### src/act_pkg.sv
`default_nettype none

package act_pkg;

	// activation select, sigmoid after reset
	typedef enum logic
	{
		act_sigmoid = 1'b0, // table holds sigmoid - 0.5
		act_tanh    = 1'b1  // table holds tanh directly
	} act_type_e;

	// stream word, same for in_data and out_data
	localparam int word_w = 32;

	// significant input bits: 4 ext int + 16 calc + 4 ext frac
	localparam int in_w = 24;

	// fraction bits on both sides (10 calc + 4 extra)
	localparam int frac_w = 14;

	// one register per stage, sets out_vld latency
	localparam int pipe_depth = 3;

endpackage

`default_nettype wire

### src/act_mode_ctrl.sv
`timescale 1ns/100ps
`default_nettype none

module act_mode_ctrl
(
	input wire clk,
	input wire rst_n,
	input wire mode_req,
	input wire act_pkg::act_type_e mode_type,
	output logic mode_ack,
	input wire busy, // some stage still holds a sample
	input wire in_vld,
	output act_pkg::act_type_e active_type
);

	// four-phase handshake, ack doubles as commit strobe
	typedef enum logic [1:0]
	{
		st_idle,
		st_wait_empty,
		st_acked
	} state_e;

	state_e state;
	logic drained; // pipe empty and nothing arriving this cycle

	assign drained = !busy && !in_vld;

	always_ff @(posedge clk or negedge rst_n)
	begin
		if (!rst_n)
		begin
			state <= st_idle;
			mode_ack <= 1'b0;
			active_type <= act_pkg::act_sigmoid;
		end
		else
		begin
			case (state)
				st_idle:
				begin
					if (mode_req)
						state <= st_wait_empty; // ack never in the req edge
				end
				st_wait_empty:
				begin
					if (!mode_req)
						state <= st_idle; // host gave up, keep old type
					else if (drained)
					begin
						active_type <= mode_type; // samples after this use the new type
						mode_ack <= 1'b1;
						state <= st_acked;
					end
				end
				st_acked:
				begin
					if (!mode_req)
					begin
						mode_ack <= 1'b0; // phase 4
						state <= st_idle;
					end
				end
				default:
					state <= st_idle;
			endcase
		end
	end

endmodule

`default_nettype wire

### config.mk
export PLATFORM = sky130hd
export DESIGN_NAME = act_mode_ctrl
export DESIGN_NICKNAME = d
export VERILOG_FILES = /design/src/act_pkg.sv /design/src/act_mode_ctrl.sv
export SDC_FILE = /design/constraint.sdc
export NUM_CORES = 1
export LEC_CHECK = 0
export ABC_AREA = 1
export ABC_CLOCK_PERIOD_IN_PS = 1110
export BUFFER_PORTS_ARGS = -buffer_cell sky130_fd_sc_hd__buf_2
export CORE_AREA = 2 2 39 41
export CTS_BUF_LIST = sky130_fd_sc_hd__clkbuf_16
export DETAILED_ROUTE_END_ITERATION = 6
export DIE_AREA = 0 0 41 43
export PLACE_DENSITY_LB_ADDON = 0.1
export SLEW_MARGIN = 20
export SYNTH_ARGS = -nofsm -noshare
export SYNTH_HDL_FRONTEND = slang
export SYNTH_SLANG_ARGS = --single-unit
### constraint.sdc
create_clock -name clk -period 1.11 [get_ports clk]
set_input_delay 0.222 -clock clk [delete_from_list [all_inputs] [get_ports clk]]
set_output_delay 0.222 -clock clk [all_outputs]
set_load 0.1 [all_outputs]
==> metrics <==
status=complete, no violations; Setup crit end kind=output pin; most frequent cells in the layout=nand2_1 (6), buf_2 (5), clkbuf_16 (3); slowest stage cell on the critical path=dfrtp_2; Netlist Area Pre-Place=164 µm²; GPL Wtd Cong=0.722; initial antenna violation count=0; synthesis-to-layout area growth=105%; wirelength, routed=376 µm; Yosys reg bits=4; Avg Inst Size Synth=8.63 µm²; mux cell area share after synthesis=0%; Pleak=0.163 nW; final setup vio count=0; syn nets=25; Hold Path Class=input port to register; # rows=14; most common cell after layout, fill and taps aside=nand2_1; vias=166; vias in the first global route=147; Final Power=1.01 mW; Final Instance Area=337 µm²; overall routing resource usage=7.06%; initial core utilization=11.8%; Placed Area=251 µm²; # Post-CTS Setup Buffers=0; worst setup margin=81.0 ps; number of nets with antenna violations after routing=0; CP startpoint kind=register; CTS Sinks=4; Peak VDD IR=0.000922 V; total global routing overflow=0; Tmin final=1030 ps; worst slew pin tran=183 ps; Post-Synth XOR/XNOR Area=0%; cell taking the most area after synthesis=dfrtp_1; Die Height=43 µm; DRT Pass-1 Iters=1; CP bufs+invs=1; Area contributors post-synth=dfrtp_1 (61%), nand2_1 (14%), o21ai_0 (6.1%); simple-gate area share of the yosys netlist=25.2%; required time of the critical path=890 ps; Worst-Skew Late Latency=220 ps; Clock Pin Slew Worst Setup and Hold Paths=30 ps; Iter 0 DRT Violations=0; CTS H-tree lvls=1; fin. max-slew vios=0; Max clock buf depth=2; synthesized instance count=19; pre-CTS setup slack=263 ps; DR DRC count=0; CTS Hold Bufs=1; largest family of logic cells by synthesized area=simple AND/OR/NAND/NOR gates; register area share after synthesis=61.1%; core area=1380 µm²; Synth Area in Adders=0%; CP max stage delay=410 ps; drt via density=3.61; Root Buffer=clkbuf_16; setup TNS=0 ps; Fmax achieved=972 MHz; largest net degree at the start of global routing=5; synth warn=0; Setup Crit Path Kind=register to output pin; Hold Vio Cnt, Final=0; Die ar.=1760 µm²; clk_skew=0.910 ps; post-synthesis compound-gate area fraction=9.16%; post-synthesis cell type count=8; share of cells above drive strength 1=40.0%; layout net count=38; I/O pins=8; final period utilization=92.7%; CTS tree=yes; Die W=41 µm; TritonCTS buffer count=3; wire length of the first global-routing pass=621 µm; crit-path max FO=2; Ant. Diodes=0; RSZ-0062 raised after global routing=false; Critical Path, Cell by Cell=buf_12; final core utilization=24.3%; Worst slew margin=87.8%; Max-Cap Viols=0; # resized after CTS=0; post-synth top area share=61.1%; Pwr Density=3010 nW/µm²; Arrival @ worst endpoint=810 ps; cell family with most CP delay=flip-flops; wire per inst=8.17 µm; I/O Buffers=7
## registers in the layout, indices dropped and copies added, names as in the netlist
register and count:
active_type 1, state 2, mode_ack 1
## stage by stage
step / hold slack (ps) / std cells
3_3_place_gp: 37.3 / 42
2_1_floorplan: -73.6 / 19
6_report: 233 / 46
4_1_cts: 238 / 46
5_1_grt: 256 / 46
3_5_place_dp: 34.9 / 42
## logic make-up after synthesis
group	count (synthesis)
DFF	4
AOI/OAI and AO/OA	3
and+or+nand+nor	10
buffers and inverters	2
## cell type report
cell class / instances / area (µm²)
Sequential cell: 4 / 103
Fill cell: 148 / 1050
Timing Repair Buffer: 8 / 75.1
Multi-Input combinational cell: 13 / 56.3
Clock buffer: 3 / 75.1
Tap cell: 16 / 20.0
Inverter: 2 / 7.51
## per-layer routing
| layer | up-vias | track usage (%) | routed length, µm |
|---|---|---|---|
| met5 | - | 0 | 0 |
| met4 | 0 | 12.0 | 34 |
| met3 | 5 | 8.38 | 65 |
| met2 | 10 | 5.31 | 124 |
| met1 | 69 | 6.19 | 152 |
| li1 | 82 | - | - |
## Yosys cell counts
master / n
a21oi_1: 1
dfrtp_1: 4
inv_1: 2
nand2_1: 6
nand3_1: 1
nor2_1: 2
o21ai_0: 2
or2_0: 1
## final timing paths
kind | depth (start not counted) | from | endpoint | slack (ps)
worst max-delay path | 1 | active_type$_DFFE_PN0P_ | active_type | 80
worst min-delay path | 3 | mode_type | active_type$_DFFE_PN0P_ | 230
worst max register to register | 4 | state[1]$_DFFE_PN0P_ | active_type$_DFFE_PN0P_ | 270
worst min register to register | 1 | state[0]$_DFFE_PN0P_ | state[0]$_DFFE_PN0P_ | 460
max in group asynchronous | 2 | rst_n | active_type$_DFFE_PN0P_ | 640
min in group asynchronous | 2 | rst_n | state[1]$_DFFE_PN0P_ | 340
## power breakdown
group | switching [mW] | internal [mW]
Combinational | 0.169 | 0.0918
Sequential | 0.0234 | 0.174
Clock | 0.0960 | 0.460
Total | 0.288 | 0.726
Note: power is estimated with default switching activity, not from simulation.
