--- config.mk ---
export PLATFORM = sky130hd
export DESIGN_NAME = act_core
export DESIGN_NICKNAME = d
export VERILOG_FILES = /design/src/act_pkg.sv /design/src/lut_pkg.sv /design/src/act_core.sv
export SDC_FILE = /design/constraint.sdc
export NUM_CORES = 1
export LEC_CHECK = 0
export BUFFER_PORTS_ARGS = -buffer_cell sky130_fd_sc_hd__buf_2
export CAP_MARGIN = 20
export CORE_AREA = 2 2 97 99
export CTS_BUF_LIST = sky130_fd_sc_hd__clkbuf_2 sky130_fd_sc_hd__clkbuf_4 sky130_fd_sc_hd__clkbuf_8
export CTS_CLUSTER_SIZE = 12
export DETAILED_ROUTE_END_ITERATION = 6
export DIE_AREA = 0 0 99 101
export PLACE_DENSITY = 0.75
export SETUP_SLACK_MARGIN = 0.05
export SLEW_MARGIN = 20
export SYNTH_ARGS = -nofsm -noshare
export SYNTH_HDL_FRONTEND = slang
export SYNTH_SLANG_ARGS = --single-unit
--- constraint.sdc ---
create_clock -name clk -period 1.9 [get_ports clk]
set_clock_uncertainty 0.05 [all_clocks]
set_input_delay 0.095 -clock clk [delete_from_list [all_inputs] [get_ports clk]]
set_output_delay 0.095 -clock clk [all_outputs]
set_load 0.02 [all_outputs]
--- src/act_pkg.sv ---
`default_nettype none

package act_pkg;

	// activation select, sigmoid after reset
	typedef enum logic
	{
		act_sigmoid = 1'b0, // table holds sigmoid - 0.5
		act_tanh    = 1'b1  // table holds tanh directly
	} act_type_e;

	// stream word, same for in_data and out_data
	localparam int word_w = 32;

	// significant input bits: 4 ext int + 16 calc + 4 ext frac
	localparam int in_w = 24;

	// fraction bits on both sides (10 calc + 4 extra)
	localparam int frac_w = 14;

	// one register per stage, sets out_vld latency
	localparam int pipe_depth = 3;

endpackage

`default_nettype wire

--- src/lut_pkg.sv ---
`default_nettype none

package lut_pkg;

	localparam int lut_aw = 11; // 2048 entries per function
	localparam int lut_dw = 16; // Q15 magnitude
	localparam int lut_depth = 2 ** lut_aw;

	// segment level of |x|, seg_sat bypasses the table
	typedef enum logic [1:0]
	{
		seg_0,
		seg_1,
		seg_2,
		seg_sat
	} seg_e;

	localparam int seg_base_1 = 1024; // seg_0 gets 1024 points
	localparam int seg_base_2 = 1536; // seg_1 and seg_2 get 512 each

	// segment edges and saturation point, whole units of x
	localparam int sig_edge_1 = 2;
	localparam int sig_edge_2 = 4;
	localparam int sig_sat = 8;
	localparam int tanh_edge_1 = 1;
	localparam int tanh_edge_2 = 2;
	localparam int tanh_sat = 4;

	localparam int one_q15 = 32768; // 1.0 in Q15, needs 17 bits

endpackage

`default_nettype wire

--- src/act_core.sv ---
`timescale 1ns/100ps
`default_nettype none

module act_core
(
	input wire clk,
	input wire rst_n,
	input wire act_pkg::act_type_e active_type,
	input wire in_vld,
	input wire [act_pkg::word_w-1:0] in_data,
	output logic lut_ren,
	output logic [lut_pkg::lut_aw-1:0] lut_raddr,
	input wire [lut_pkg::lut_dw-1:0] lut_dout,
	output logic out_vld,
	output logic [act_pkg::word_w-1:0] out_data,
	output logic busy
);

	logic [act_pkg::pipe_depth-1:0] vld_sr; // one valid bit per stage

	// stage 1 inputs
	logic sign_in; // input msb
	logic [act_pkg::in_w-1:0] abs_in; // |x|, fits since -2^23 maps to 2^23
	logic [act_pkg::in_w-1:0] thr_1;
	logic [act_pkg::in_w-1:0] thr_2;
	logic [act_pkg::in_w-1:0] thr_sat;
	lut_pkg::seg_e seg_in;

	// stage 1 regs
	logic [act_pkg::in_w-1:0] abs_q1;
	logic neg_q1;
	lut_pkg::seg_e seg_q1;

	// stage 2
	logic [act_pkg::in_w-1:0] mag; // |x| scaled to the tanh grid
	logic sat_q2;
	logic neg_q2;

	// stage 3
	logic signed [lut_pkg::lut_dw:0] lut_val; // signed Q15, 17 bits
	logic signed [lut_pkg::lut_dw:0] sat_val;
	logic signed [lut_pkg::lut_dw:0] half_val; // 0.5 for sigmoid, else 0
	logic signed [lut_pkg::lut_dw:0] act_v;
	logic signed [act_pkg::word_w-1:0] act_ext;

	// valid chain, only control state is reset
	always_ff @(posedge clk or negedge rst_n)
	begin
		if (!rst_n)
			vld_sr <= '0;
		else
			vld_sr <= {vld_sr[act_pkg::pipe_depth-2:0], in_vld};
	end

	assign busy = |vld_sr;
	assign out_vld = vld_sr[act_pkg::pipe_depth-1];

	assign sign_in = in_data[act_pkg::in_w-1];
	// two's complement magnitude
	assign abs_in = (in_data[act_pkg::in_w-1:0] ^ {act_pkg::in_w{sign_in}})
		+ act_pkg::in_w'(sign_in);

	// segment edges in input format, per type
	always_comb
	begin
		if (active_type == act_pkg::act_sigmoid)
		begin
			thr_1 = act_pkg::in_w'(lut_pkg::sig_edge_1 << act_pkg::frac_w);
			thr_2 = act_pkg::in_w'(lut_pkg::sig_edge_2 << act_pkg::frac_w);
			thr_sat = act_pkg::in_w'(lut_pkg::sig_sat << act_pkg::frac_w);
		end
		else
		begin
			thr_1 = act_pkg::in_w'(lut_pkg::tanh_edge_1 << act_pkg::frac_w);
			thr_2 = act_pkg::in_w'(lut_pkg::tanh_edge_2 << act_pkg::frac_w);
			thr_sat = act_pkg::in_w'(lut_pkg::tanh_sat << act_pkg::frac_w);
		end
	end

	always_comb
	begin
		if (abs_in >= thr_sat)
			seg_in = lut_pkg::seg_sat;
		else if (abs_in >= thr_2)
			seg_in = lut_pkg::seg_2;
		else if (abs_in >= thr_1)
			seg_in = lut_pkg::seg_1;
		else
			seg_in = lut_pkg::seg_0;
	end

	// stage 1: payload, no reset
	always_ff @(posedge clk)
	begin
		if (in_vld)
		begin
			abs_q1 <= abs_in;
			neg_q1 <= sign_in;
			seg_q1 <= seg_in;
		end
	end

	// sigmoid edges are twice the tanh ones, so halve and share the slices
	assign mag = (active_type == act_pkg::act_sigmoid) ? (abs_q1 >> 1) : abs_q1;

	always_comb
	begin
		case (seg_q1)
			lut_pkg::seg_0: // 1024 steps over the first edge
				lut_raddr = lut_pkg::lut_aw'(mag[act_pkg::frac_w-1 -: 10]);
			lut_pkg::seg_1: // 512 steps, integer bit dropped
				lut_raddr = lut_pkg::lut_aw'(lut_pkg::seg_base_1)
					+ lut_pkg::lut_aw'(mag[act_pkg::frac_w-1 -: 9]);
			lut_pkg::seg_2: // 512 steps, coarser
				lut_raddr = lut_pkg::lut_aw'(lut_pkg::seg_base_2)
					+ lut_pkg::lut_aw'(mag[act_pkg::frac_w -: 9]);
			default:
				lut_raddr = '0; // no read anyway
		endcase
	end

	assign lut_ren = vld_sr[0] && (seg_q1 != lut_pkg::seg_sat); // saturated skips rom

	// stage 2 flags, aligned with lut_dout
	always_ff @(posedge clk)
	begin
		if (vld_sr[0])
		begin
			sat_q2 <= (seg_q1 == lut_pkg::seg_sat);
			neg_q2 <= neg_q1;
		end
	end

	// odd symmetry for both functions once the offset is out
	assign lut_val = neg_q2 ? -$signed({1'b0, lut_dout}) : $signed({1'b0, lut_dout});

	always_comb
	begin
		if (active_type == act_pkg::act_sigmoid)
		begin
			sat_val = (lut_pkg::lut_dw+1)'(lut_pkg::one_q15 / 2); // sigmoid - 0.5 tops at 0.5
			half_val = (lut_pkg::lut_dw+1)'(lut_pkg::one_q15 / 2);
		end
		else
		begin
			sat_val = (lut_pkg::lut_dw+1)'(lut_pkg::one_q15); // tanh tops at 1.0
			half_val = '0;
		end
		if (neg_q2)
			sat_val = -sat_val;
	end

	assign act_v = (sat_q2 ? sat_val : lut_val) + half_val; // range [-1.0, 1.0]
	assign act_ext = {{(act_pkg::word_w-lut_pkg::lut_dw-1){act_v[lut_pkg::lut_dw]}}, act_v};

	// stage 3: Q15 down to frac_w, arithmetic shift keeps the sign
	always_ff @(posedge clk)
	begin
		if (vld_sr[1])
			out_data <= act_ext >>> (lut_pkg::lut_dw - 1 - act_pkg::frac_w);
	end

endmodule

`default_nettype wire

==> metrics.md <==
| Metric | Value |
|---|---|
| CTS H-tree depth | 2 |
| Synth Warn # | 0 |
| Post-DR wirelength/cell | 15.6 µm |
| Die ar. | 10000 µm² |
| Fin Setup TNS | -2.43 ns |
| Clock Latency Late Sink | 0.29 ns |
| Final Critical Period | 2.66 ns |
| Max Cap Violations | 0 |
| R2R setup slack | 0.14 ns |
| RSZ-0062 raised after global routing | true |
| Site Rows | 35 |
| Final Cycle Share | 1.40 |
| Post-synth EDFFs | 33 |
| IO Pins | 98 |
| Synth-to-Final Area Change | 51.7% |
| Remaining antenna violation count | 0 |
| GR Overflow Total | 0 |
| Syn_nets | 465 |
| DRT Wirelength | 10800 µm |
| Pin count of the biggest net entering global routing | 26 |
| Vias per inst | 5.50 |
| Layout net count | 643 |
| Drt drc | 0 |
| Clock tree sinks | 36 |
| # diodes | 0 |
| Hold WC Path Type | primary input to register |
| Power Density | 515 nW/µm² |
| Failing checks | setup timing |
| First-pass GRT wire length | 16400 µm |
| Final Wtd Congestion | 0.911 |
| Clock transition at path regs | 0.07 ns |
| Synth Instances | 399 |
| Layout cells sized above 1 | 0.510 |
| Post-synth ARST share | 0.0833 |
| All-layer global routing usage | 0.197 |
| Crit Path Max Fanout | 4 |
| Via count | 3783 |
| Least-Margin Pin Slew | 0.472 ns |
| Slew margin rel. | 0.682 |
| Setup crit end kind | register |
| Status | complete, but fails checks |
| Post-Syn Area | 3500 µm² |
| Filler instances | 713 |
| Main synth FF type | edfxtp_1 |
| Deepest clock path buffer count | 2 |
| Iteration-0 DRC Markers | 228 |
| Arrival time of the worst setup path | 2.73 ns |
| Die H | 101 µm |
| Setup WS pre-CTS | -1.14 ns |
| Drt first pass iters | 4 |
| Detailed placement HPWL | 7410 µm |
| Vias in the first global route | 3665 |
| Starting Density | 0.390 |
| Seq/Total Area, Yosys | 0.305 |
| Type of the worst setup path | primary input to register |
| Root buf cell | clkbuf_8 |
| P_leak | 2.29 nW |
| Hold Fails Final Rpt | 0 |
| Setup violators final | 14 |
| Die X-Extent | 99 µm |
| CTS tree | done |
| Slew Viols, Final | 0 |
| Worst Path Required | 1.98 ns |
| Register bit total from synthesis | 36 |
| PnR worst setup slack | -0.758 ns |
| Max Clk Rate | 0.376 GHz |
| Synth Area per Inst | 8.77 µm² |
| Cell variety after synth | 66 |
| CTS Buf Count | 5 |
| Buffers on Ports | 89 |
| Maximum vdd drop | 0.322 mV |
| Core area | 8980 µm² |
| Initial antenna violation count | 0 |
| Worst setup SP type | primary input |
## cell type report
class	count	area [µm²]	share of cell area
well taps	111	139	0.0262
flip-flops and latches	36	1070	0.201
repair buffers	210	1510	0.285
clock buffers	5	68.8	0.0130
multi-input cells	308	2450	0.462
inverters	16	60.1	0.0113
clock inverters	2	12.5	0.00236
## metal layers
layer | up-vias | GRT usage | part of all wire
met5 | - | 0 | 0
met3 | 35 | 0.0291 | 0.056
met1 | 1761 | 0.223 | 0.40
met4 | 0 | 0.0664 | 0.031
li1 | 1822 | - | -
met2 | 165 | 0.375 | 0.52
## where the power goes
| part | switching (mW) | leakage [nW] | total [mW] | internal, mW |
|---|---|---|---|---|
| combinational | 0.637 | 1.89 | 1.20 | 0.562 |
| clock | 0.268 | 0.0400 | 0.516 | 0.248 |
| sequential | 0.0593 | 0.365 | 1.02 | 0.959 |
## flip-flops by register name (all words and copies together) (netlist names)
name      flops
neg_q2        1
seg_q1        2
abs_q1       12
out_data     16
vld_sr        3
sat_q2        1
neg_q1        1
## cells in the final DEF, fill, tap and decap left out, drive strengths merged, types with 5 or more instances in the layout
| cell type | instances |
|---|---|
| edfxtp | 33 |
| a22oi | 5 |
| ha | 14 |
| xnor2 | 16 |
| nand2b | 10 |
| clkbuf | 5 |
| a221oi | 5 |
| nor4 | 7 |
| o22ai | 5 |
| nand4b | 5 |
| mux2i | 7 |
| xor2 | 23 |
| or3 | 8 |
| buf | 209 |
| or4b | 5 |
| or4 | 5 |
| nand3 | 10 |
| mux2 | 11 |
| o21ai | 18 |
| nor2b | 5 |
| nor3 | 13 |
| nand2 | 26 |
| nor2 | 40 |
| a21oi | 15 |
| inv | 15 |
## final timing paths
| check | startpoint | endpoint | cells after the start |
|---|---|---|---|
| hold reg to reg | neg_q1$_DFFE_PP_ | neg_q2$_DFFE_PP_ | 0 |
| setup / recovery | in_data[2] | seg_q1[0]$_SDFFCE_PP1P_ | 11 |
| min in group asynchronous | rst_n | vld_sr[2]$_DFF_PN0_ | 2 |
| hold / removal | in_vld | vld_sr[0]$_DFF_PN0_ | 1 |
| setup reg to reg | neg_q2$_DFFE_PP_ | out_data[14]$_DFFE_PP_ | 6 |
| max in group asynchronous | rst_n | vld_sr[1]$_DFF_PN0_ | 2 |
## kinds of logic after synthesis
family | share of synthesized area
AOI/OAI and AO/OA | 0.185
buffers and inverters | 0.0822
xor gates and xnor gates | 0.0976
adders and majority gates | 0.0501
DFF | 0.305
and+or+nand+nor | 0.225
muxes | 0.0554
## stage by stage
step	power (mW)	utilization	hold slack, ns	instances	area (µm²)
after detailed placement	2.02	0.513	-0.153	652	4600
after CTS	2.63	0.560	0.0682	675	5030
after global routing	2.87	0.591	0.0799	688	5310
final	2.73	0.591	0.0640	688	5310
after global placement	1.99	0.513	-0.156	652	4600
after floorplan	1.66	-	-0.251	399	3580
## cell usage after synthesis, types with 10 or more instances
| master | count | area share |
|---|---|---|
| a21oi_1 | 15 | 0.021 |
| nand2b_1 | 10 | 0.018 |
| edfxtp_1 | 33 | 0.28 |
| o21ai_0 | 17 | 0.024 |
| clkbuf_1 | 16 | 0.017 |
| buf_4 | 19 | 0.041 |
| nor3_1 | 13 | 0.019 |
| inv_1 | 15 | 0.016 |
| xor2_1 | 23 | 0.058 |
| mux2_2 | 11 | 0.035 |
| xnor2_1 | 16 | 0.040 |
| ha_1 | 14 | 0.050 |
| nand3_1 | 10 | 0.014 |
| nand2_1 | 26 | 0.028 |
| nor2_1 | 40 | 0.043 |
## critical path: stages
cell      delay, ns
buf_6          0.09
or4b_4         0.57
o22a_1         0.24
buf_6          0.13
mux2i_1        0.15
nand4_1        0.22
buf_4          0.21
or3_4          0.38
nor4_4         0.31
a31oi_1        0.13
o211ai_1       0.19
## timing repair
item / in CTS / in global routing
resized for setup: 55 / 43
buffers inserted: 15 / 13
endpoints found under the setup margin: 14 / 18
hold buffers: 1 / 0
endpoints found under the hold margin: 3 / 0
pin swaps: 9 / 28
(Power assumes the default switching activity.)
